**src/common/mpmc_bus_pkg.sv**
```systemverilog
// ============================================================================
// Memory application bus definitions used along the data path
// ============================================================================

package mpmc_bus_pkg;

	// One address step on the application bus is one strip
	localparam int MEM_ADDR_W = 28;

	// One strip of read data
	localparam int MEM_DATA_W = 32;

	// Strip address as seen by the memory
	typedef logic [MEM_ADDR_W-1:0] mem_addr_t;

	// Read data word returned per strip
	typedef logic [MEM_DATA_W-1:0] mem_data_t;

endpackage

```
**src/common/mpmc_ctrl_pkg.sv**
```systemverilog
// ============================================================================
// Controller definitions shared by the FSM, the strip counter and the router
// ============================================================================

package mpmc_ctrl_pkg;

	// Width of a strip count or a strip index
	localparam int STRIP_CNT_W = 6;

	// A request with num_strips equal to n reads n+1 strips, so one request
	// holds from 1 up to 64 strips
	typedef logic [STRIP_CNT_W-1:0] strip_cnt_t;

	// Controller states
	// IDLE        waiting for a start pulse from the arbiter
	// READ_DATA0  one cycle after the grant, arms the strip counter
	// ISSUE       sends one memory command per strip
	// WAIT_DATA   waits for the remaining read beats
	typedef enum logic [2:0] {
		IDLE       = 3'd0,
		READ_DATA0 = 3'd1,
		ISSUE      = 3'd2,
		WAIT_DATA  = 3'd3
	} mpmc_state_t;

endpackage

```
**src/controller/mpmc_ctrl_fsm.sv**
```systemverilog
`timescale 1ns/100ps

// Per-request controller. It takes one granted request at a time, arms the
// strip counter and then sends one read command per strip to the memory
module mpmc_ctrl_fsm
	import mpmc_bus_pkg::*;
	import mpmc_ctrl_pkg::*;
#(
	parameter int NPORTS = 2,
	localparam int PW = (NPORTS > 1) ? $clog2(NPORTS) : 1
) (
	input  logic          clk,
	input  logic          reset,
	input  logic          start,
	input  logic [PW-1:0] grant_port,
	input  mem_addr_t     grant_addr,
	input  strip_cnt_t    grant_num,
	input  logic          app_rdy,
	input  logic          done,
	output mpmc_state_t   state,
	output logic          idle,
	output logic [PW-1:0] req_port,
	output strip_cnt_t    req_num,
	output logic          app_en,
	output mem_addr_t     app_addr
);

	// Number of commands already accepted by the memory
	strip_cnt_t issued;
	// A command leaves on a cycle where both sides agree
	logic       cmd_take;
	// Set when the accepted command is the final strip of the request
	logic       cmd_last;

	// Idle goes low on the edge after start and is high again from the
	// edge after done
	assign idle = (state == IDLE);

	// Commands are offered for the whole of ISSUE, so app_en holds with
	// app_addr while the memory stalls
	assign app_en = (state == ISSUE);

	assign cmd_take = app_en && app_rdy;
	assign cmd_last = (issued == req_num);

	// ========================================================================
	// State register
	// ========================================================================

	always_ff @(posedge clk) begin
		if (reset) begin
			state <= IDLE;
		end else begin
			case (state)
				IDLE: begin
					if (start)
						state <= READ_DATA0;
				end
				// Counter arms here, no command leaves yet
				READ_DATA0: begin
					state <= ISSUE;
				end
				// Stays as long as the memory stalls or strips remain
				ISSUE: begin
					if (cmd_take && cmd_last)
						state <= WAIT_DATA;
				end
				WAIT_DATA: begin
					if (done)
						state <= IDLE;
				end
				default: begin
					state <= IDLE;
				end
			endcase
		end
	end

	// ========================================================================
	// Request latch and command address
	// ========================================================================

	// Port and count stay fixed until the return to IDLE, so the counter and
	// the router see one request at a time
	always_ff @(posedge clk) begin
		if (state == IDLE && start) begin
			req_port <= grant_port;
			req_num <= grant_num;
			app_addr <= grant_addr;
			issued <= '0;
		end else if (cmd_take && !cmd_last) begin
			// Only accepted commands move the address on
			app_addr <= app_addr + 1'b1;
			issued <= issued + 1'b1;
		end
	end

endmodule

```
**config.mk**
```make
export PLATFORM = sky130hd
export DESIGN_NAME = mpmc_ctrl_fsm
export DESIGN_NICKNAME = d
export VERILOG_FILES = /design/src/common/mpmc_bus_pkg.sv /design/src/common/mpmc_ctrl_pkg.sv /design/src/controller/mpmc_ctrl_fsm.sv
export SDC_FILE = /design/constraint.sdc
export NUM_CORES = 1
export LEC_CHECK = 0
export BUFFER_PORTS_ARGS = -buffer_cell sky130_fd_sc_hd__buf_2
export CAP_MARGIN = 20
export CORE_AREA = 2 2 69 71
export CTS_BUF_LIST = sky130_fd_sc_hd__clkbuf_8
export CTS_CLUSTER_SIZE = 8
export DETAILED_ROUTE_END_ITERATION = 10
export DIE_AREA = 0 0 71 73
export PLACE_DENSITY = 0.85
export SLEW_MARGIN = 0
export SYNTH_ARGS = -nofsm -noshare
export SYNTH_HDL_FRONTEND = slang
export SYNTH_SLANG_ARGS = --single-unit
export TNS_END_PERCENT = 100
```
**constraint.sdc**
```tcl
create_clock -name clk -period 6.5 [get_ports clk]
set_clock_uncertainty 0.2 [all_clocks]
set_input_delay 0.65 -clock clk [delete_from_list [all_inputs] [get_ports clk]]
set_output_delay 0.65 -clock clk [all_outputs]
set_load 0.1 [all_outputs]
```
==> out/metrics.cfg <==
[critical_path]
worst-setup-path-type=reg -> reg
arrival_ns=2.59
path_buf_inv=2
critPathLaunchType=flop
path_max_fanout=62
cp_cell_sequence=inv_1 > ha_1 > nand2_1 > inv_2 > or2_2
crit_slowest_cell=inv_2
cp-end-kind=flop
crit_family=simple AND/OR/NAND/NOR gates
cp.required_ns=6.23
cpPeakStageDelay_ns=0.74

[global_routing]
antenna_found_initial=0
grt_pass1_wl_mm=8.14
grt_start_max_net_pins=63
overflow=0
track_usage=0.202
grt_pass1_vias=1929

[floorplan]
coreArea_um2=4540
rows=25
fp.dieW_um=71
die_h_um=73
io_pins=80
start_util=0.530
fp.dieArea_um2=5180

[flow_run]
maxCapViolCount=0

[synth]
synth-edff-count=35
syn_nets=279
yosysMostFrequentCell=nand2_1
yosysTopAreaCellShare=0.437
syn_area_um2=2410
synth_warnings=0
ys_async_sr_fraction=0
synth_top_area_cell=edfxtp_1
synthCells=234
synth_ff_type=edfxtp_1
syn_avg_cell_area_um2=10.3
yosysSeqAreaShare=0.503
ys_seq_elements=43
ys_types=30
synth.area.top_cells=edfxtp_1, xor2_1, dfxtp_1, nand2_1, xnor2_1
synthTopCellsByCount=nand2_1, edfxtp_1, xor2_1

[drt]
routed_wirelength_mm=5.06
wl_per_cell_um=13.8
vias_per_cell=5.18
drc_errors=0
ant_nets=0
drt_iter0_drc=138
via_count=1901
first_pass_iters=4

[clock_tree]
path_clk_slew_ns=0.08
root_buffer=clkbuf_8
cts_resized=0
cts_max_path_buffers=2
cts.sinks=43
cts_tree=built
cts_made_buffers=5
insertion_delay_ns=0.30
hold_buffers=0
htreeDepth=2
post_cts.repair.setup_buffers=0

[timing]
setup_slack_ns=3.64
timing.fmax_ghz=0.350
slew_headroom=0.385
final_hold_viol_count=0
grt_setup_unrepaired=false
period_needed_ns=2.86
worst_slew_pin_slew_ns=0.921
min_period_over_period=0.440
report.final.slew_viol_count=0
setup-violations-final=0
fin_tns_setup_ns=0

[final_layout]
nFillCells=369
antenna_cells=0
area_delta_synth_final_pct=22.5
post-route-util=0.650
final_nets=357
final_cell_area_um2=2950
drive_gt1_frac=0.313

[status]
outcome=finished, final reports clean

[placement]
gp_congestion=0.792
hpwl_mm=3.78
place_area_um2=2830
io_buffer_count=78
preCtsSetupSlack_ns=3.50

[worst_hold_path]
hold_class=in -> reg

## layout make-up
type,count,area [um2],share of cell area
Multi-Input combinational cell,176,1130,0.385
Timing Repair Buffer,78,390,0.132
Sequential cell,43,1210,0.411
Clock inverter,3,43.8,0.0149
Tap cell,54,67.6,0.0229
Inverter,8,30.0,0.0102
Clock buffer,5,68.8,0.0234
## cell usage in the layout, fill, tap and decap left out, types with 2 or more instances in the layout
| cell | instances |
|---|---|
| ha_1 | 5 |
| nor2_1 | 14 |
| inv_1 | 7 |
| nand4_1 | 7 |
| o21ai_2 | 2 |
| edfxtp_1 | 35 |
| and3_1 | 3 |
| nor3_1 | 3 |
| o21ai_0 | 15 |
| a211oi_1 | 5 |
| nor4_4 | 4 |
| xor2_1 | 27 |
| nand2_1 | 40 |
| dfxtp_1 | 8 |
| nand3_1 | 17 |
| buf_2 | 78 |
| clkbuf_8 | 5 |
| a21oi_1 | 6 |
| xnor2_1 | 10 |
| o21ai_1 | 8 |
## registers in the layout, indices dropped and copies added (netlist names)
signal,cells
state,2
issued,6
req_num,6
req_port,1
app_addr,28
## per-layer routing
metal  wire length (um)  GRT usage  part of all wire  up-vias
li1                   -          -                 -      977
met5                  0          0                 0        -
met1               2100      0.242              0.41      850
met3                372     0.0552             0.073        5
met4                 59     0.0650             0.012        0
met2               2530      0.354              0.50       69
## through the flow
stage          cells  hold slack, ns
5_1_grt          367           0.319
3_5_place_dp     359           0.334
3_3_place_gp     359           0.322
4_1_cts          367           0.313
6_report         367           0.322
2_1_floorplan    234           0.289
## final timing paths
| path | start | to | slack (ns) | cells after the start |
|---|---|---|---|---|
| min | grant_num[2] | req_num[2] | 0.32 | 1 |
| min reg2reg | issued[1] | issued[1] | 0.35 | 2 |
| max | state[0] | app_addr[12] | 3.64 | 5 |
| max reg2reg | state[0] | app_addr[12] | 3.64 | 5 |
## cell families (layout without fill, tap and decap cells)
group,after synthesis,after routing,share of synthesized area
AOI/OAI and AO/OA,38,38,0.0910
other,1,1,0.00156
and+or+nand+nor,95,95,0.218
DFF,43,43,0.503
buffers and inverters,15,94,0.0250
xor gates and xnor gates,37,37,0.135
adders and majority gates,5,5,0.0260
Power is not shown: default switching activity piles up to over one toggle a cycle in this logic, so the estimate is an artifact.
