`config.mk`:
```
export PLATFORM = sky130hd
export DESIGN_NAME = mpmc_resp_strip_cnt
export DESIGN_NICKNAME = d
export VERILOG_FILES = /design/src/common/mpmc_ctrl_pkg.sv /design/src/controller/mpmc_resp_strip_cnt.sv
export SDC_FILE = /design/constraint.sdc
export NUM_CORES = 1
export LEC_CHECK = 0
export ABC_AREA = 1
export BUFFER_PORTS_ARGS = -buffer_cell sky130_fd_sc_hd__buf_4
export CAP_MARGIN = 25
export CORE_AREA = 2 2 39 41
export CTS_CLUSTER_DIAMETER = 60
export DETAILED_ROUTE_END_ITERATION = 8
export DIE_AREA = 0 0 41 43
export GPL_TIMING_DRIVEN = 0
export SLEW_MARGIN = 20
export SYNTH_ARGS = -nofsm -noshare
export SYNTH_HDL_FRONTEND = slang
export SYNTH_SLANG_ARGS = --single-unit
```
`constraint.sdc`:
```
create_clock -name clk -period 1.45 [get_ports clk]
set_clock_uncertainty 0.15 [all_clocks]
set_input_delay 0.29 -clock clk [delete_from_list [all_inputs] [get_ports clk]]
set_output_delay 0.29 -clock clk [all_outputs]
set_load 0.005 [all_outputs]
```
`src/common/mpmc_ctrl_pkg.sv`:
```
// ============================================================================
// Controller definitions shared by the FSM, the strip counter and the router
// ============================================================================

package mpmc_ctrl_pkg;

	// Width of a strip count or a strip index
	localparam int STRIP_CNT_W = 6;

	// A request with num_strips equal to n reads n+1 strips, so one request
	// holds from 1 up to 64 strips
	typedef logic [STRIP_CNT_W-1:0] strip_cnt_t;

	// Controller states
	// IDLE        waiting for a start pulse from the arbiter
	// READ_DATA0  one cycle after the grant, arms the strip counter
	// ISSUE       sends one memory command per strip
	// WAIT_DATA   waits for the remaining read beats
	typedef enum logic [2:0] {
		IDLE       = 3'd0,
		READ_DATA0 = 3'd1,
		ISSUE      = 3'd2,
		WAIT_DATA  = 3'd3
	} mpmc_state_t;

endpackage

```
`src/controller/mpmc_resp_strip_cnt.sv`:
```
`timescale 1ns/100ps

// Counts the read beats that return for the current request. The output is
// the index of the beat that arrives in the present cycle
module mpmc_resp_strip_cnt
	import mpmc_ctrl_pkg::*;
(
	input  logic        clk,
	input  mpmc_state_t state,
	input  logic        valid,
	input  strip_cnt_t  num_strips,
	output strip_cnt_t  strip_cnt
);

	// High while beats of the current request are still expected
	logic armed;

	// The controller sits in IDLE during reset, which clears the count too
	always_ff @(posedge clk) begin
		if (state == IDLE) begin
			strip_cnt <= '0;
			armed <= 1'b0;
		end else begin
			if (state == READ_DATA0)
				armed <= 1'b1;
			// Stop counting once the final index has been seen
			if (valid && armed) begin
				if (strip_cnt == num_strips)
					armed <= 1'b0;
				else
					strip_cnt <= strip_cnt + 1'b1;
			end
		end
	end

endmodule

```
==> reports/summary.txt, run 1 <==
Met3 routed WL = 61 um
Worst setup EP type = flip-flop
DRC = 0
Fillers = 151
Crit-path max FO = 10
Synth warnings = 0
Area growth from synthesis to layout = 41.4%
RSZ-0062 raised after global routing = no
Status = finished, final reports clean
Max-capacitance violation count = 0
Peak supply drop = 0.000610 V
Arrival @ worst endpoint = 1.34 ns
First-pass GRT wire length = 1.57 mm
Clock Sinks = 7
Least-Margin Pin Slew = 0.220 ns
Worst Hold Class = in -> reg
Rel. slew slack = 0.852
Via count = 528
Synth Cell Area = 480 sq um
Fin crit period = 1.35 ns
Starting Density = 0.347
Row count = 14
GPL Wtd Cong = 0.748
Top Ports = 17
DR top layer = met3
Final layout net count = 118
Number of global-route vias before repair = 418
Die X = 41 um
DR vias/cell = 4.36
Share of cells above drive strength 1 = 0.314
Fin area = 679 sq um
Initial antenna violation count = 0
Longest Clk Path Bufs = 2
Met2 wire length = 434 um
PortBufs = 16
TritonCTS Buffers = 3
Final HPWL DP = 747 um
Drt first pass iters = 4
Die area = 0.00176 sq mm
Routed WL = 991 um
Setup Viol. Count Final = 0
Die span in y = 43 um
Crit share post-route = 0.929
Post-synthesis net count = 96
Pin count of the biggest net entering global routing = 11
Placement-stage cell area = 621 sq um
Routed WL per cell = 8.19 um
Post-synthesis register bit count = 7
CTS H-tree lvls = 1
Initial drt markers = 10
N_diodes = 0
CTS root buffer = clkbuf_4
Max Freq = 742 MHz
Seq/Total Area, Yosys = 0.292
Post-Route M1 WL = 496 um
Slew Viols, Final = 0
CTS tree = built
Synthesized area per cell = 5.72 sq um
Distinct cells, synth = 14
Clock-pin slew on the worst setup and hold paths = 0.05 ns
Total core area = 0.00138 sq mm
Gr usage total = 0.130
Cells after Synth = 84
Total grt overflow = 0
Crit path required time = 1.44 ns
Clk_lat worst skew = 0.25 ns
Final Hold Viols = 0
PwrDens = 1350 mW/mm^2
CP startpoint kind = flip-flop
Layout Utilization = 0.491
DRT antenna net count = 0
CP Class = reg -> reg
LEAKAGE = 0.000386 uW
[cell families (layout without fill, tap and decap cells)]
logic type,after synthesis,in the layout,share of synthesized area
AOI/OAI and AO/OA,8,8,0.0833
adders and majority gates,1,1,0.0260
buffers and inverters,18,39,0.156
DFF,7,7,0.292
and+or+nand+nor,50,50,0.443
[repair_timing]
action | CTS | global route
endpoints found under the setup margin | 6 | 7
setup buffers | 0 | 1
pin swaps | 0 | 1
cloned | 0 | 0
hold buffers | 0 | 0
resized for setup | 2 | 10
[synthesized netlist by cell type]
cell,number,area (sq um)
a21oi_1,7,35.0
ha_1,1,12.5
inv_1,16,60.1
buf_6,1,11.3
inv_2,1,3.75
dfxtp_1,7,140
nor2_2,2,12.5
o21ai_0,1,5.00
nand3_2,1,10.0
nor3b_1,1,7.51
nand2_1,29,109
nor3_1,2,10.0
nor2_1,9,33.8
nand3_1,6,30.0
[metal layers]
layer  vias up  global-route usage
met5         -                   0
met4         0              0.0600
met3         0              0.0471
met2        15               0.181
met1       216               0.173
li1        297                   -
[stage by stage]
stage,setup TNS (ns),instances,setup WS (ns),total power [uW],hold WS [ns]
after floorplan,0,84,0.123,555,0.298
after global placement,-0.0310,116,-0.00757,694,0.384
after detailed placement,-0.0940,116,-0.0293,700,0.393
after CTS,0,120,0.0127,890,0.153
after global routing,0,121,0.000731,1020,0.169
final,0,121,0.103,916,0.158
[cells in the final DEF (no fill, tap or decap), types with 2 or more instances in the layout]
| cell | synthesis | final |
|---|---|---|
| a21oi_1 | 7 | 7 |
| buf_4 | 0 | 17 |
| clkbuf_4 | 0 | 3 |
| dfxtp_2 | 0 | 2 |
| dfxtp_4 | 0 | 4 |
| inv_1 | 16 | 16 |
| nand2_1 | 29 | 29 |
| nand3_1 | 6 | 6 |
| nor2_1 | 9 | 8 |
| nor2_2 | 2 | 3 |
[flip-flops by register name, summed over array words and instances (netlist names)]
signal,cells
armed,1
strip_cnt,6
[final timing paths]
check,from,to,slack [ns],cells after the start
max reg2reg,strip_cnt[2],strip_cnt[3],0.10,8
min reg2reg,strip_cnt[5],strip_cnt[5],0.37,2
max,strip_cnt[2],strip_cnt[3],0.10,8
min,state[2],armed,0.16,3
[critical path, stage by stage (launching register included)]
cell and delay, ns:
dfxtp_4 0.37, inv_1 0.06, nand2_1 0.05, nand2_1 0.05, nor2_2 0.11, nand3_2 0.11
buf_6 0.16, a21oi_1 0.12, nor2_1 0.05
[area by class of cell]
class                   instances  area, sq um  share of cell area
repair buffers                 17          128               0.188
inverters                      17         63.8              0.0939
flip-flops and latches          7          158               0.232
multi-input cells              59          273               0.401
plain buffers                   1         11.3              0.0166
well taps                      16         20.0              0.0295
clock buffers                   4         26.3              0.0387
[power by group]
| part | switching [uW] | internal (uW) |
|---|---|---|
| clock network | 71.2 | 105 |
| logic | 178 | 185 |
| registers | 87.1 | 290 |
Note: power is estimated with default switching activity, not from simulation.
==> inputs of run 2 (changes only) <==
--- a/config.mk
+++ b/config.mk
@@ -6,12 +6,12 @@
 export NUM_CORES = 1
 export LEC_CHECK = 0
 export ABC_AREA = 1
-export BUFFER_PORTS_ARGS = -buffer_cell sky130_fd_sc_hd__buf_4
 export CAP_MARGIN = 25
 export CORE_AREA = 2 2 39 41
 export CTS_CLUSTER_DIAMETER = 60
 export DETAILED_ROUTE_END_ITERATION = 8
 export DIE_AREA = 0 0 41 43
+export DONT_BUFFER_PORTS = 1
 export GPL_TIMING_DRIVEN = 0
 export SLEW_MARGIN = 20
 export SYNTH_ARGS = -nofsm -noshare
==> reports/summary.txt, run 2 (synthesis results as in run 1) <==
Via count = 492 (-6.8%)
Crit-path max FO = 5 (-5)
Pin count of the biggest net entering global routing = 11 (unchanged)
Hold slack = 0.0561 ns (-0.102 ns)
Clock Sinks = 7 (unchanged)
CTS Hold Buffers Added = 0 (unchanged)
Crit share post-route = 0.971 (+0.0417)
Clock-pin slew on the worst setup and hold paths = 0.06 ns (about the same)
Rel. slew slack = 0.844 (-0.00789)
Worst Hold Class = in -> reg
Biggest registers after layout = strip_cnt: 6 flops, armed: 1 flops
Initial drt markers = 1 (-9)
Initial antenna violation count = 0 (unchanged)
TritonCTS Buffers = 3 (unchanged)
Routed WL per cell = 9.69 um (+18%)
Starting Density = 0.347 (unchanged)
Fin crit period = 1.41 ns (+0.0605 ns)
Final HPWL DP = 734 um (-1.7%)
Row count = 14 (unchanged)
LEAKAGE = 0.000313 uW (-19%)
CP Class = reg -> reg
Commonest non-fill, non-tap cells in the layout = nand2_1, inv_1, nor2_1
Clk_lat worst skew = 0.26 ns (about the same)
Commonest non-fill, non-tap cell in the layout = nand2_1
Top Ports = 17 (unchanged)
Routed WL = 1.03 mm (+3.6%)
CTS root buffer = clkbuf_4
Global-route met1 utilization = 0.196 (+0.0234)
Share of cells above drive strength 1 = 0.311 (-0.00317)
First-pass GRT wire length = 1.59 mm (+1.3%)
Die span in y = 43 um (unchanged)
Longest Clk Path Bufs = 2 (unchanged)
N_diodes = 0 (unchanged)
Least-Margin Pin Slew = 0.232 ns (+0.0117 ns)
GPL Wtd Cong = 0.700 (-6.4%)
DRC = 0 (unchanged)
Most flops, register = strip_cnt
RSZ-0062 raised after global routing = yes
Crit path required time = 1.45 ns (about the same)
GRT busiest layer = met1
Worst setup EP type = flip-flop
CTS tree = built
Status = finished, final reports clean
Area growth from synthesis to layout = 23.4%
Final Hold Viols = 0 (unchanged)
Die area = 0.00176 sq mm (unchanged)
Setup TNS = 0 ns (unchanged)
PortBufs = 0 (-16)
Peak supply drop = 0.000544 V (-11%)
Total core area = 0.00138 sq mm (unchanged)
Routing usage on met3 = 0.0314 (-0.0157)
PwrDens = 1460 mW/mm^2 (+8.1%)
Max Freq = 710 MHz (-4.3%)
Number of global-route vias before repair = 424 (+1.4%)
Total grt overflow = 0 (unchanged)
Number of flip-flops in the largest register = 6 (unchanged)
Die X = 41 um (unchanged)
Drt first pass iters = 3 (-1)
Gr usage total = 0.138 (+0.00820)
Setup Viol. Count Final = 0 (unchanged)
Max-capacitance violation count = 0 (unchanged)
Final layout net count = 103 (-13%)
Slew Viols, Final = 0 (unchanged)
DR vias/cell = 4.64 (+6.4%)
Arrival @ worst endpoint = 1.41 ns (+0.07 ns)
CTS H-tree lvls = 1 (unchanged)
DRT antenna net count = 0 (unchanged)
Met2 Track Usage GR = 0.166 (-0.0156)
CP startpoint kind = flip-flop
==> run 2: cell types whose count changed in the layout (fill, tap and decap cells not counted), sizes merged <==
cell,before,now
buf,18,3
==> run 2: what timing repair did <==
| item | CTS | global route |
|---|---|---|
| gates cloned | 0 | 1 |
| setup endpoints to repair | 7 | 7 |
| resized for setup | 4 | 21 |
| pin swaps | 0 | 7 |
| buffers inserted | 0 | 1 |
==> run 2: where the power goes <==
| part | internal, uW | switching, uW | total, uW | leakage (uW) |
|---|---|---|---|---|
| clock network | 106 | 81.3 | 187 | 0.0000150 |
| logic | 122 | 159 | 282 | 0.000236 |
| registers | 287 | 109 | 396 | 0.0000616 |
| total | 515 | 349 | 864 | 0.000313 |
==> run 2: cell type report <==
class / count / area (sq um)
buffer: 1 / 11.3
clock buffer: 4 / 26.3
fill: 161 / 791
inverter: 17 / 63.8
multi-input combinational: 59 / 293
sequential: 7 / 163
tap: 16 / 20.0
timing repair buffer: 2 / 16.3
==> run 2: final timing paths <==
kind / start / end / slack [ns] / depth (start not counted)
min reg2reg: strip_cnt[4] / strip_cnt[4] / 0.37 / 2
max reg2reg: strip_cnt[3] / strip_cnt[2] / 0.04 / 8
max: strip_cnt[3] / strip_cnt[2] / 0.04 / 8
min: state[2] / armed / 0.06 / 2
==> run 2: worst max-delay path: stages (launching register included) <==
cell and delay [ns]:
dfxtp_4 0.37, inv_2 0.05, nand2_2 0.04, nand2_1 0.05, nor2_2 0.11, nand3_2 0.14, buf_2 0.19, a21oi_1 0.13
nor2_1 0.06
==> run 2: through the flow <==
step           setup slack (ns)  std cells  utilization  instance area [sq um]  total power [uW]
2_1_floorplan             0.123         84            -                    480               555
3_3_place_gp            -0.0382        100        0.362                    500               601
3_5_place_dp            -0.0510        100        0.362                    500               611
4_1_cts                  0.0134        104        0.384                    532               808
5_1_grt                 -0.0392        106        0.429                    593               958
6_report                 0.0425        106        0.429                    593               864
==> run 2: routing by layer <==
metal	routed length [um]	vias to the layer above
met5	0	-
met4	35	0
met3	79	5
met2	437	15
met1	475	205
li1	-	267
==> inputs of run 3 (changes only) <==
--- a/config.mk
+++ b/config.mk
@@ -5,12 +5,11 @@
 export SDC_FILE = /design/constraint.sdc
 export NUM_CORES = 1
 export LEC_CHECK = 0
-export ABC_AREA = 1
 export CAP_MARGIN = 25
-export CORE_AREA = 2 2 39 41
+export CORE_AREA = 3 3 40 42
 export CTS_CLUSTER_DIAMETER = 60
 export DETAILED_ROUTE_END_ITERATION = 8
-export DIE_AREA = 0 0 41 43
+export DIE_AREA = 0 0 43 45
 export DONT_BUFFER_PORTS = 1
 export GPL_TIMING_DRIVEN = 0
 export SLEW_MARGIN = 20
==> reports/summary.txt, run 3 <==
Reg2Reg Depth = 6 (-2)
Gr usage total = 0.104 (-0.0347)
Commonest cells post-synth = dfxtp_1, nor2_1, xor2_1, xnor2_1
CTS root buffer = clkbuf_4
Number of synthesized flops with an enable pin = 0 (unchanged)
CP Class = reg -> reg
Clock-pin slew on the worst setup and hold paths = 0.06 ns (about the same)
Cell Chain, Critical Path = xor2_2, nor4_4, buf_6, a21oi_4, a211oi_2, a31o_2
Fin area = 534 sq um (-9.9%)
Status = complete, but fails checks
Reg power frac = 0.448 (-0.010)
Setup Viol. Count Final = 7 (+7)
GPL Wtd Cong = 0.642 (-8.4%)
Slew Viols, Final = 0 (unchanged)
Total grt overflow = 0 (unchanged)
N_diodes = 0 (unchanged)
PwrDens = 1460 mW/mm^2 (+0.46%)
Crit-path max FO = 5 (unchanged)
Power Internal = 475 uW (-7.7%)
Crit share post-route = 1.08 (+0.109)
Worst setup EP type = flip-flop
Die span in y = 45 um (+4.7%)
Sw power = 307 uW (-12%)
Final HPWL DP = 649 um (-12%)
Worst Hold Class = in -> reg
Least-Margin Pin Slew = 0.899 ns (+0.667 ns)
Post-synthesis net count = 57 (-41%)
CTS Hold Buffers Added = 0 (unchanged)
Die area = 0.00194 sq mm (+9.8%)
First-pass GRT wire length = 1.34 mm (-16%)
Routed WL per cell = 13.8 um (+43%)
Hold depth = 2 (unchanged)
Final Hold Viols = 0 (unchanged)
Distinct cells, synth = 20 (+6)
LEAKAGE = 0.000186 uW (-40%)
Setup slack after layout = -0.116 ns (-0.159 ns)
CP peak stage delay = 0.38 ns (about the same)
Synth warnings = 0 (unchanged)
Sw frac = 0.392 (-0.0121)
Via count = 327 (-34%)
Final layout net count = 63 (-39%)
Initial antenna violation count = 0 (unchanged)
Biggest registers after layout = strip_cnt: 6 flops, armed: 1 flops
Top FF cell, synth = dfxtp_1
CTS H-tree lvls = 1 (unchanged)
Seq/Total Area, Yosys = 0.335 (+0.0437)
Number of flip-flops in the largest register = 6 (unchanged)
Commonest non-fill, non-tap cell in the layout = nor2_1
Max Freq = 639 MHz (-10%)
Clk_lat worst skew = 0.26 ns (about the same)
Place WS = -0.221 ns (-0.169 ns)
Initial drt markers = 7 (+6)
Crit path depth = 6 (-2)
Synthesized area per cell = 9.29 sq um (+62%)
Crit path buf inv count = 1 (-1)
Routed WL = 900 um (-12%)
Fin crit period = 1.57 ns (+0.159 ns)
Area growth from synthesis to layout = 27.8%
RSZ-0062 raised after global routing = yes
Post-synth top area share = 0.335 (+0.0437)
Peak supply drop = 0.000579 V (+6.5%)
Pin count of the biggest net entering global routing = 9 (-2)
Die X = 43 um (+4.9%)
Rel. slew slack = 0.396 (-0.448)
Starting Density = 0.325 (-0.0220)
Final Power = 782 uW (-9.5%)
Longest Clk Path Bufs = 2 (unchanged)
Synth Cell Area = 418 sq um (-13%)
Cells after Synth = 45 (-46%)
Top post-synthesis cells by area = dfxtp_1, xor2_1, xnor2_1
Clock share of power = 0.241 (+0.025)
Slowest cell on the critical path = dfxtp_4
Combinational fraction of design power = 0.311 (-0.015)
Crit path required time = 1.45 ns (about the same)
Failing checks = negative setup slack
Clock Sinks = 7 (unchanged)
DRT antenna net count = 0 (unchanged)
Async SR Flop Fraction = 0 (unchanged)
PortBufs = 0 (unchanged)
Family with the most delay on the worst path = compound AO/OA/AOI/OAI gates
Max-capacitance violation count = 0 (unchanged)
CTS tree = built
DRC = 0 (unchanged)
DR vias/cell = 5.03 (+8.4%)
Commonest non-fill, non-tap cells in the layout = nor2_1, xor2_2, xnor2_1
TritonCTS Buffers = 3 (unchanged)
Row count = 13 (-1)
Arrival @ worst endpoint = 1.57 ns (+0.16 ns)
Setup TNS = -0.618 ns (-0.618 ns)
Total core area = 0.00128 sq mm (-7.1%)
CP startpoint kind = flip-flop
Placement-stage cell area = 459 sq um (-8.3%)
Area leader, netlist = dfxtp_1
Number of global-route vias before repair = 311 (-27%)
Most flops, register = strip_cnt
Top Ports = 17 (unchanged)
Post-synthesis register bit count = 7 (unchanged)
Drt first pass iters = 4 (+1)
Share of cells above drive strength 1 = 0.460 (+0.149)
## run 3: cell count changes after synthesis, sizes merged, moves of 3 or more
cell,previous run,this run
a21oi,7,4
inv,17,1
nand2,29,2
nand3,7,3
nor2,11,7
xnor2,0,4
xor2,0,6
## run 3: worst register-to-register path, stage by stage, from the launching register on
cell and delay, ns:
dfxtp_4 0.38, xor2_2 0.19, nor4_4 0.07, buf_6 0.13
a21oi_4 0.19, a211oi_2 0.09, a31o_2 0.24
## run 3: metrics by stage
step           hold slack (ns)  cells  utilization
3_3_place_gp             0.325     60        0.357
5_1_grt                 0.0545     65        0.416
2_1_floorplan            0.317     45            -
6_report                0.0746     65        0.416
4_1_cts                 0.0646     65        0.406
3_5_place_dp             0.334     60        0.357
## run 3: cell families (layout without fill, tap and decap cells)
group / Yosys count / in the layout / synth area share
fa+ha+maj: 1 / 1 / 0.0299
flops: 7 / 7 / 0.335
xor+xnor: 10 / 10 / 0.210
mux: 1 / 1 / 0.0240
compound gates: 7 / 7 / 0.144
buf+inv: 1 / 6 / 0.00897
simple gates: 18 / 18 / 0.249
## run 3: what timing repair did
action	CTS	global route
endpoints found under the setup margin	7	7
gates resized for setup	9	4
setup buffers	1	0
pin swaps	6	6
cloned	0	0
## run 3: layout make-up
class                           instances  area (sq um)
Sequential cell                         7           155
Inverter                                1          3.75
Multi-Input combinational cell         37           319
Timing Repair Buffer                    1          11.3
Tap cell                               15          18.8
Fill cell                             134           751
Clock buffer                            4          26.3
## run 3: path summary, 6_finish.rpt
path                 from           end  slack (ns)
min              state[2]         armed        0.07
max reg2reg  strip_cnt[1]  strip_cnt[5]       -0.12
min reg2reg         armed         armed        0.37
max          strip_cnt[1]  strip_cnt[5]       -0.12
## run 3: metal layers
metal	track usage	vias to the layer above	wire, um
met5	0	-	0
met4	0.0904	0	0
met3	0.0637	0	71
met2	0.171	6	503
met1	0.0874	157	325
li1	-	164	-
## run 3: power by group through the flow
stage | Clock (uW) | Sequential (uW) | Combinational, uW
2_1_floorplan | 0 | 324 | 194
3_3_place_gp | 0 | 344 | 213
3_5_place_dp | 0 | 344 | 221
4_1_cts | 196 | 348 | 237
5_1_grt | 211 | 362 | 266
6_report | 188 | 351 | 243
