## src/common/mpmc_bus_pkg.sv

```systemverilog
// ============================================================================
// Memory application bus definitions used along the data path
// ============================================================================

package mpmc_bus_pkg;

	// One address step on the application bus is one strip
	localparam int MEM_ADDR_W = 28;

	// One strip of read data
	localparam int MEM_DATA_W = 32;

	// Strip address as seen by the memory
	typedef logic [MEM_ADDR_W-1:0] mem_addr_t;

	// Read data word returned per strip
	typedef logic [MEM_DATA_W-1:0] mem_data_t;

endpackage

```

## src/common/mpmc_ctrl_pkg.sv

```systemverilog
// ============================================================================
// Controller definitions shared by the FSM, the strip counter and the router
// ============================================================================

package mpmc_ctrl_pkg;

	// Width of a strip count or a strip index
	localparam int STRIP_CNT_W = 6;

	// A request with num_strips equal to n reads n+1 strips, so one request
	// holds from 1 up to 64 strips
	typedef logic [STRIP_CNT_W-1:0] strip_cnt_t;

	// Controller states
	// IDLE        waiting for a start pulse from the arbiter
	// READ_DATA0  one cycle after the grant, arms the strip counter
	// ISSUE       sends one memory command per strip
	// WAIT_DATA   waits for the remaining read beats
	typedef enum logic [2:0] {
		IDLE       = 3'd0,
		READ_DATA0 = 3'd1,
		ISSUE      = 3'd2,
		WAIT_DATA  = 3'd3
	} mpmc_state_t;

endpackage

```

## src/hw/mpmc_resp_router.sv

```systemverilog
`timescale 1ns/100ps

// Output side. Each returned strip is registered with the port that asked
// for it, its index within the request and a last flag
module mpmc_resp_router
	import mpmc_bus_pkg::*;
	import mpmc_ctrl_pkg::*;
#(
	parameter int NPORTS = 2,
	localparam int PW = (NPORTS > 1) ? $clog2(NPORTS) : 1
) (
	input  logic          clk,
	input  logic          reset,
	input  logic          valid,
	input  mem_data_t     data,
	input  strip_cnt_t    strip_cnt,
	input  strip_cnt_t    num_strips,
	input  logic [PW-1:0] req_port,
	output logic          done,
	output logic          resp_valid,
	output logic [PW-1:0] resp_port,
	output strip_cnt_t    resp_strip,
	output mem_data_t     resp_data,
	output logic          resp_last
);

	// Final beat of the request, the one place where the index is compared
	// against the requested count
	logic last_beat;

	assign last_beat = valid && (strip_cnt == num_strips);

	// Completion goes back to the controller in the same cycle as the beat
	assign done = last_beat;

	// ========================================================================
	// Response registers
	// ========================================================================

	// Strobes, one cycle behind the memory
	always_ff @(posedge clk) begin
		if (reset) begin
			resp_valid <= 1'b0;
			resp_last <= 1'b0;
		end else begin
			resp_valid <= valid;
			resp_last <= last_beat;
		end
	end

	// Payload only changes with a beat and is qualified by resp_valid
	always_ff @(posedge clk) begin
		if (valid) begin
			resp_port <= req_port;
			resp_strip <= strip_cnt;
			resp_data <= data;
		end
	end

endmodule

```

## config.mk

```make
export PLATFORM = sky130hd
export DESIGN_NAME = mpmc_resp_router
export DESIGN_NICKNAME = d
export VERILOG_FILES = /design/src/common/mpmc_bus_pkg.sv /design/src/common/mpmc_ctrl_pkg.sv /design/src/hw/mpmc_resp_router.sv
export SDC_FILE = /design/constraint.sdc
export NUM_CORES = 1
export LEC_CHECK = 0
export ABC_AREA = 1
export BUFFER_PORTS_ARGS = -buffer_cell sky130_fd_sc_hd__buf_2
export CORE_MARGIN = 5
export CORE_UTILIZATION = 40
export CTS_CLUSTER_DIAMETER = 40
export DETAILED_ROUTE_END_ITERATION = 10
export HOLD_SLACK_MARGIN = 0.1
export PLACE_DENSITY = 0.76
export SLEW_MARGIN = 20
export SYNTH_ARGS = -nofsm -noshare
export SYNTH_HDL_FRONTEND = slang
export SYNTH_SLANG_ARGS = --single-unit
```

## constraint.sdc

```tcl
create_clock -name clk -period 0.8 [get_ports clk]
set_clock_uncertainty 0.1 [all_clocks]
set_input_delay 0.08 -clock clk [delete_from_list [all_inputs] [get_ports clk]]
set_output_delay 0.08 -clock clk [all_outputs]
set_load 0.01 [all_outputs]
```

==> results of run 1 <==
per-layer routing:
layer  routed length [um]  vias to the layer above  part of all wire
met5                    0                        -                 0
met2                 2137                       66              0.52
met4                   73                        0             0.018
met3                  477                        9              0.12
li1                     -                      547                 -
met1                 1413                      539              0.34
sequential cells by signal, summed over array words and instances, names as in the netlist:
signal / cells
resp_last: 1
resp_data: 32
resp_port: 1
resp_strip: 6
resp_valid: 1
layout by cell type, fill, tap and decap left out, types with 3 or more instances in the layout:
| cell | synthesis | routed |
|---|---|---|
| sky130_fd_sc_hd__buf_2 | 0 | 74 |
| sky130_fd_sc_hd__buf_4 | 0 | 9 |
| sky130_fd_sc_hd__buf_6 | 0 | 12 |
| sky130_fd_sc_hd__buf_8 | 0 | 3 |
| sky130_fd_sc_hd__clkbuf_4 | 0 | 5 |
| sky130_fd_sc_hd__dlygate4sd3_1 | 0 | 36 |
| sky130_fd_sc_hd__edfxtp_1 | 39 | 39 |
| sky130_fd_sc_hd__inv_2 | 0 | 9 |
| sky130_fd_sc_hd__nand2_1 | 16 | 5 |
| sky130_fd_sc_hd__nand2_2 | 0 | 9 |
| sky130_fd_sc_hd__nor2_1 | 4 | 3 |
cell type report:
| cell class | instances | area, um2 | area share |
|---|---|---|---|
| sequential | 41 | 1214 | 0.4860 |
| timing repair buffer | 134 | 978.4 | 0.3918 |
| multi-input combinational | 24 | 150.1 | 0.06012 |
| tap | 46 | 57.56 | 0.02305 |
| inverter | 12 | 47.55 | 0.01904 |
| clock buffer | 5 | 37.54 | 0.01503 |
| clock inverter | 3 | 12.51 | 0.005010 |
cells by family after synthesis:
| group | count (synthesis) | share of synthesized area |
|---|---|---|
| flops | 41 | 0.8897 |
| compound gates | 1 | 0.006435 |
| buf+inv | 12 | 0.03309 |
| simple gates | 23 | 0.07077 |
how the worst max path moves through the flow:
| stage | to | from | slack (ns) |
|---|---|---|---|
| 5_1_grt | resp_data[18] | resp_data[18] | -0.34 |
| 2_1_floorplan | done | num_strips[3] | 0.09 |
| 6_report | resp_data[18] | resp_data[18] | -0.30 |
| 3_5_place_dp | resp_data[22] | valid | -0.14 |
| 4_1_cts | resp_data[20] | resp_data[20] | -0.30 |
| 3_3_place_gp | resp_data[5] | valid | -0.10 |
where the power goes:
| part | total, W | switching, W | internal [W] |
|---|---|---|---|
| combinational | 0.000730 | 0.000324 | 0.000407 |
| clock | 0.000969 | 0.000650 | 0.000318 |
| sequential | 0.00257 | 0.0000436 | 0.00253 |
| total | 0.00427 | 0.00102 | 0.00325 |
through the flow:
stage | instance area [um2] | utilization | setup TNS [ns] | hold WS, ns | cells
6_report | 2497 | 0.7543 | -10.29 | -0.1960 | 265
5_1_grt | 2497 | 0.7543 | -12.52 | -0.2303 | 265
4_1_cts | 2374 | 0.7169 | -10.84 | -0.2219 | 262
3_5_place_dp | 1909 | 0.5767 | -3.577 | 0.1581 | 218
3_3_place_gp | 1909 | 0.5767 | -2.565 | 0.1571 | 218
2_1_floorplan | 1361 | - | 0 | 0.04972 | 77
timing repair:
item,in CTS,in global routing
buffers inserted,1,2
hold buffers,35,1
gates cloned,0,0
hold endpoints to repair,56,22
setup endpoints to repair,42,42
gates resized for setup,13,36
pin swaps,10,16
==> Implementation_results.wiki, run 1 <==
{| class="wikitable"
! Metric !! Value
|-
| Violations in the final reports || hold timing, setup timing
|-
| Total detailed-routing wirelength || about 4.1 mm
|-
| Drt initial violations || 83
|-
| Nature of the critical path endpoint || primary output
|-
| Area growth syn-to-layout || 83.46%
|-
| Peak per-stage delay on the critical path || between 0.4 and 0.5 ns
|-
| Post-CTS clock slew at the launch and capture registers of the worst setup and hold paths || approximately 0.12 ns
|-
| List of cells traversed by the critical path || buf_2
|-
| Number of H-tree branching levels || 2
|-
| Number of max-cap violations || 0
|-
| Most used standard cell by instance count after synthesis || sky130_fd_sc_hd__edfxtp_1
|-
| TritonCTS Buffers || 5
|-
| Worst path bufs/invs || 1
|-
| Number of DRC violations after detailed routing || 0
|-
| Largest net degree at the start of global routing || 25
|-
| Critical path class || flip-flop to primary output
|-
| Final hold slack || -0.1960 ns
|-
| Cell accounting for the most synthesized area || sky130_fd_sc_hd__edfxtp_1
|-
| Number of instances in the synthesized netlist || 77
|-
| P_leak || roughly 1.1 nW
|-
| Final #Nets || 266
|-
| Site row count || 21
|-
| Worst rel slew slack || 0.8025
|-
| Achievable clock frequency || 911.4 MHz
|-
| Yosys cell types || 9
|-
| CP Data Arrival Time || 0.92 ns
|-
| Proportion of layout cells with a drive suffix above 1 || 0.6027
|-
| Setup violation total in the final timing report || 43
|-
| Syn_area_per_cell || 17.68 um2
|-
| Worst min-delay path endpoint || resp_strip[4]
|-
| Total power || 0.004270 W
|-
| Final period demand of the worst path || 1.097 ns
|-
| Buffer type at the clock tree root || sky130_fd_sc_hd__clkbuf_4
|-
| Total iterations of the first detailed-routing run || 4
|-
| Clock tree from TritonCTS || done
|-
| Number of sinks driven by the clock tree || 41
|-
| Sequential element share of the synthesized area || 0.8897
|-
| Critical path depth in cells || 1
|-
| Buffer levels on the longest clock path || 2
|-
| Number of port buffers || 89
|-
| Netlist area before placement || 1361 um2
|-
| Maximum fanout along the worst path || 1
|-
| Min-delay worst type || input port to flip-flop
|-
| Share of synthesized registers carrying an async set or reset || 0
|-
| Share of the synthesized area in the top cell type || 0.8603
|-
| Number of synthesis warnings || 0
|-
| Number of antenna violations at the first check in global routing || 0
|-
| Largest cells by area after synthesis || sky130_fd_sc_hd__edfxtp_1 86%, sky130_fd_sc_hd__nand2_1 4.4%, sky130_fd_sc_hd__inv_1 3.3%
|-
| GR Layer Usage met2 || 0.3309
|-
| Global-route total usage across every layer || 0.1769
|-
| Post-DR wirelength/cell || 15.48 um
|-
| Synth Net Count || 125
|-
| CP Data Required Time || 0.62 ns
|-
| Max Slew Vio Count || 0
|-
| Die outline height || 68.34 um
|-
| Placed wire-length estimate || ~2.5 mm
|-
| Total global routing overflow || 0
|-
| First-pass GRT wire length || 5.658 mm
|-
| Number of nets with antenna violations after routing || 0
|-
| Met1 usage in global routing || 0.1697
|-
| Via count || 1161
|-
| Top post-synthesis cells by count || 39 x sky130_fd_sc_hd__edfxtp_1, 16 x sky130_fd_sc_hd__nand2_1, 12 x sky130_fd_sc_hd__inv_1
|-
| Diode insertion count for antenna repair || 0
|-
| Power density over the cells || 1710 nW/um2
|-
| Ratio of final minimum period to clock period || 1.371
|-
| Outcome || complete, but fails checks
|-
| Via count of the first global-routing pass || 1194
|-
| Most used routing layer in global routing || met2
|-
| Post-DR vias/cell || 4.381
|-
| Type of element launching the critical path || flip-flop
|-
| Fin worst setup slack || -0.2972 ns
|-
| Critical hold path startpoint || strip_cnt[4]
|-
| Post-synth top flop || sky130_fd_sc_hd__edfxtp_1
|-
| Placer congestion estimate || 0.6689
|-
| Worst slew pin tran || 0.2963 ns
|-
| RSZ-0062 raised after global routing || true
|-
| Number of ports placed on the die boundary || 90
|-
| Area of the placeable core || 3311 um2
|-
| CP delay by family, top || flip-flops
|-
| Yosys reg bits || 41
|-
| Cell with the largest stage delay on the worst path || sky130_fd_sc_hd__edfxtp_1
|-
| Die boundary width || between 60 and 70 um
|-
| Count of fill cells added during filler insertion || 230
|-
| Full die area || 4670 um2
|-
| Worst Setup Slack post-DPL || -0.1397 ns
|-
| Min-Delay Path Depth || 1
|-
| Initial core utilization || 0.4112
|-
| GR Util met3 || 0.06897
|-
| Final hold vios || 10
|-
| Post-synth EDFFs || 39
|-
| Largest vdd supply drop || 816.2 uV
|}
Note: power is estimated with default switching activity, not from simulation.
==> run 2: changes to the inputs <==
--- a/config.mk
+++ b/config.mk
@@ -5,14 +5,14 @@
 export SDC_FILE = /design/constraint.sdc
 export NUM_CORES = 1
 export LEC_CHECK = 0
-export ABC_AREA = 1
 export BUFFER_PORTS_ARGS = -buffer_cell sky130_fd_sc_hd__buf_2
 export CORE_MARGIN = 5
 export CORE_UTILIZATION = 40
 export CTS_CLUSTER_DIAMETER = 40
 export DETAILED_ROUTE_END_ITERATION = 10
+export GPL_TIMING_DRIVEN = 0
 export HOLD_SLACK_MARGIN = 0.1
-export PLACE_DENSITY = 0.76
+export PLACE_DENSITY = 0.77
 export SLEW_MARGIN = 20
 export SYNTH_ARGS = -nofsm -noshare
 export SYNTH_HDL_FRONTEND = slang
==> run 2 against run 1 <==
  * Non-clock buffer count down 10
  * Via count down 13%
  * Worst hold slack improved by 0.010 ns
  * Critical endpoint is now resp_data[9]
  * Sequential power about the same
  * Core utilization grew 0.053 points
  * Die area down 4.1%
  * Cell count is 13% lower
  * Critical path type unchanged
  * Design area down 7.0%
  * Clock-buffer cell count is 3 higher
  * The run still ends with hold timing, setup timing left
==> Implementation_results.wiki, run 2 <==
{| class="wikitable"
! Metric !! Value
|-
| Buffer levels on the longest clock path || 2 (unchanged)
|-
| Initial core utilization || 0.4211 (+0.009951)
|-
| Final hold slack || -0.1858 ns (+0.01021 ns)
|-
| Total detailed-routing wirelength || 3.550 mm (-13%)
|-
| Largest cells by area after synthesis || sky130_fd_sc_hd__edfxtp_1 90%, sky130_fd_sc_hd__xnor2_1 4.1%, sky130_fd_sc_hd__dfxtp_1 3.1%
|-
| Final period demand of the worst path || 1.083 ns (-0.01368 ns)
|-
| Type of element launching the critical path || flip-flop
|-
| Number of H-tree branching levels || 2 (unchanged)
|-
| Number of synthesis warnings || 0 (unchanged)
|-
| Violations in the final reports || hold timing, setup timing
|-
| Number of flip-flops under the largest register name || 32 (unchanged)
|-
| Netlist area before placement || 1296 um2 (-4.8%)
|-
| Largest vdd supply drop || 1583 uV (+94%)
|-
| Total iterations of the first detailed-routing run || 2 (-2)
|-
| First-pass GRT wire length || 4.954 mm (-12%)
|-
| Die boundary width || 66.93 um (-2.1%)
|-
| Share of the synthesized area in the top cell type || 0.9035 (+0.04318)
|-
| Number of instances in the synthesized netlist || 54 (-30%)
|-
| Post-Layout Cell Count || 230 (-13%)
|-
| Via count || 1010 (-13%)
|-
| Fin worst setup slack || -0.2835 ns (+0.01368 ns)
|-
| Global-route total usage across every layer || 0.1590 (-0.01797)
|-
| Post-synth EDFFs || 39 (unchanged)
|-
| CP Data Required Time || 0.62 ns (about the same)
|-
| Ratio of final minimum period to clock period || 1.354 (-0.01710)
|-
| Area taken by flip-flops and latches || 1212 um2 (-0.10%)
|-
| Number of hold buffers added after CTS || 33 (-5.7%)
|-
| Cell accounting for the most synthesized area || sky130_fd_sc_hd__edfxtp_1
|-
| TritonCTS Buffers || 5 (unchanged)
|-
| Critical path startpoint || resp_data[9]
|-
| Yosys cell types || 7 (-2)
|-
| Area growth syn-to-layout || 79.25%
|-
| Cell with the largest stage delay on the worst path || sky130_fd_sc_hd__edfxtp_1
|-
| Post-route cell area || 2323 um2 (-7.0%)
|-
| P_leak || 1.007 nW (-11%)
|-
| Number of max-cap violations || 0 (unchanged)
|-
| Commonest non-fill, non-tap cells in the layout || 83 x sky130_fd_sc_hd__buf_2, 39 x sky130_fd_sc_hd__edfxtp_1, 33 x sky130_fd_sc_hd__dlygate4sd3_1, 5 x sky130_fd_sc_hd__xnor2_2, 5 x sky130_fd_sc_hd__clkbuf_4
|-
| Routed length on met1 || 1.112 mm (-21%)
|-
| Power density over the cells || 1842 nW/um2 (+7.7%)
|-
| Diode insertion count for antenna repair || 0 (unchanged)
|-
| Count of fill cells added during filler insertion || 191 (-17%)
|-
| Via count of the first global-routing pass || 1133 (-5.1%)
|-
| Largest net degree at the start of global routing || 42 (+68%)
|-
| Number of antenna violations at the first check in global routing || 0 (unchanged)
|-
| CP delay by family, top || flip-flops
|-
| Drt initial violations || 46 (-45%)
|-
| Worst slew pin tran || 0.2081 ns (-0.08822 ns)
|-
| Syn_area_per_cell || 24.00 um2 (+36%)
|-
| RSZ-0062 raised after global routing || true
|-
| Worst setup path endpoint || resp_data[9]
|-
| Max Slew Vio Count || 0 (unchanged)
|-
| Achievable clock frequency || 922.9 MHz (+1.3%)
|-
| Placer congestion estimate || 0.6667 (-0.33%)
|-
| Most used standard cell by instance count after synthesis || sky130_fd_sc_hd__edfxtp_1
|-
| List of cells traversed by the critical path || buf_2
|-
| Post-DR vias/cell || 4.391 (+0.23%)
|-
| Multi-input combinational cell area || 156.4 um2 (+4.2%)
|-
| Proportion of layout cells with a drive suffix above 1 || 0.5806 (-0.02209)
|-
| Area of the placeable core || 3078 um2 (-7.0%)
|-
| Full die area || 4479 um2 (-4.1%)
|-
| Register bank with the most flops || resp_data
|-
| Length of routed met2 wiring || 1.919 mm (-10%)
|-
| Final #Nets || 233 (-12%)
|-
| Uppermost signal routing layer after detailed routing || met4
|-
| Worst rel slew slack || 0.8613 (+0.05881)
|-
| Total global routing overflow || 0 (unchanged)
|-
| Post-DR wirelength/cell || 15.43 um (-0.26%)
|-
| Regs by FF count || resp_data (32), resp_strip (6)
|-
| Number of nets with antenna violations after routing || 0 (unchanged)
|-
| Number of ports placed on the die boundary || 90 (unchanged)
|-
| Maximum fanout along the worst path || 1 (unchanged)
|-
| Site row count || 20 (-4.8%)
|-
| Worst path bufs/invs || 1 (unchanged)
|-
| Number of sinks driven by the clock tree || 41 (unchanged)
|-
| Yosys reg bits || 41 (unchanged)
|-
| Die outline height || 66.93 um (-2.1%)
|-
| Post-synth top flop || sky130_fd_sc_hd__edfxtp_1
|-
| CP Data Arrival Time || 0.90 ns (-0.02 ns)
|-
| Met3 routed WL || 463 um (-2.9%)
|-
| Peak per-stage delay on the critical path || 0.41 ns (about the same)
|-
| Outcome || complete, but fails checks
|-
| Number of DRC violations after detailed routing || 0 (unchanged)
|-
| Critical path class || flip-flop to primary output
|-
| Cell Area, Placed || 1802 um2 (-5.6%)
|-
| Synth Net Count || 102 (-18%)
|-
| Buffer type at the clock tree root || sky130_fd_sc_hd__clkbuf_4
|-
| Share of synthesized registers carrying an async set or reset || 0 (unchanged)
|-
| Post-CTS clock slew at the launch and capture registers of the worst setup and hold paths || 0.12 ns (about the same)
|-
| Number of port buffers || 89 (unchanged)
|-
| Leading cell type in the layout, fill and taps excluded || sky130_fd_sc_hd__buf_2
|-
| Top post-synthesis cells by count || 39 x sky130_fd_sc_hd__edfxtp_1, 6 x sky130_fd_sc_hd__xnor2_1, 3 x sky130_fd_sc_hd__nand2_1
|-
| Clock tree from TritonCTS || done
|-
| Setup violation total in the final timing report || 42 (-2.3%)
|-
| Critical path depth in cells || 1 (unchanged)
|-
| Final hold vios || 27 (+17)
|-
| Sequential element share of the synthesized area || 0.9344 (+0.04466)
|-
| Dpl cells || 187 (-14%)
|-
| Nature of the critical path endpoint || primary output
|-
| Min-delay worst type || input port to flip-flop
|}
[run 2: cell count changes in the layout (fill, tap and decap cells not counted), sizes merged]
cell	change
inv	-12
nor2	-5
clkbuf	+3
a21oi	-1
xnor2	+6
buf	-7
nor2b	+1
nor3	+1
dlygate4sd3	-3
clkinv	-3
nand2	-13
[run 2: metrics by stage]
step,TNS [ns],power [W],setup WS (ns),util
final,-9.827,0.004279,-0.2835,0.7549
after CTS,-10.48,0.004212,-0.2876,0.7138
after global routing,-12.15,0.004482,-0.3449,0.7549
after global placement,-16.60,0.003047,-0.4921,0.5854
after detailed placement,-18.61,0.003068,-0.5698,0.5854
after floorplan,0,0.002753,0.04947,-
[run 2: logic make-up after synthesis]
group / synth area share
and+or+nand+nor: 0.02510
DFF: 0.9344
xor gates and xnor gates: 0.04054
[run 2: layout make-up]
class                      count  area share
tap                           44     0.02369
multi-input combinational     13     0.06731
timing repair buffer         124      0.3619
clock buffer                   8     0.02531
sequential                    41      0.5218
[run 2: worst min path at each step]
stage / from / end / slack, ns / cells after the start
finish: reset / resp_valid / -0.19 / 2
detailed placement: reset / resp_valid / 0.15 / 2
global placement: reset / resp_valid / 0.15 / 2
floorplan: reset / resp_valid / 0.06 / 1
CTS: reset / resp_valid / -0.22 / 2
global route: strip_cnt[2] / resp_strip[2] / -0.21 / 1
[run 2: power by group]
part,internal [W],total (W),switching [W]
clock network,0.000434,0.00104,0.000607
logic,0.000374,0.000672,0.000298
registers,0.00253,0.00257,0.0000389
[run 2: repair_timing]
action / 4_1_cts / 5_1_grt
gates resized for setup: 2 / 23
endpoints found under the setup margin: 83 / 42
endpoints found under the hold margin: 80 / 47
pin swaps: 0 / 6
setup buffers: 0 / 2
[run 2: metal layers]
metal / track usage / vias to the layer above
li1: - / 468
met1: 0.1291 / 477
met2: 0.2970 / 59
met3: 0.09612 / 6
met4: 0.06835 / 0
met5: 0 / -
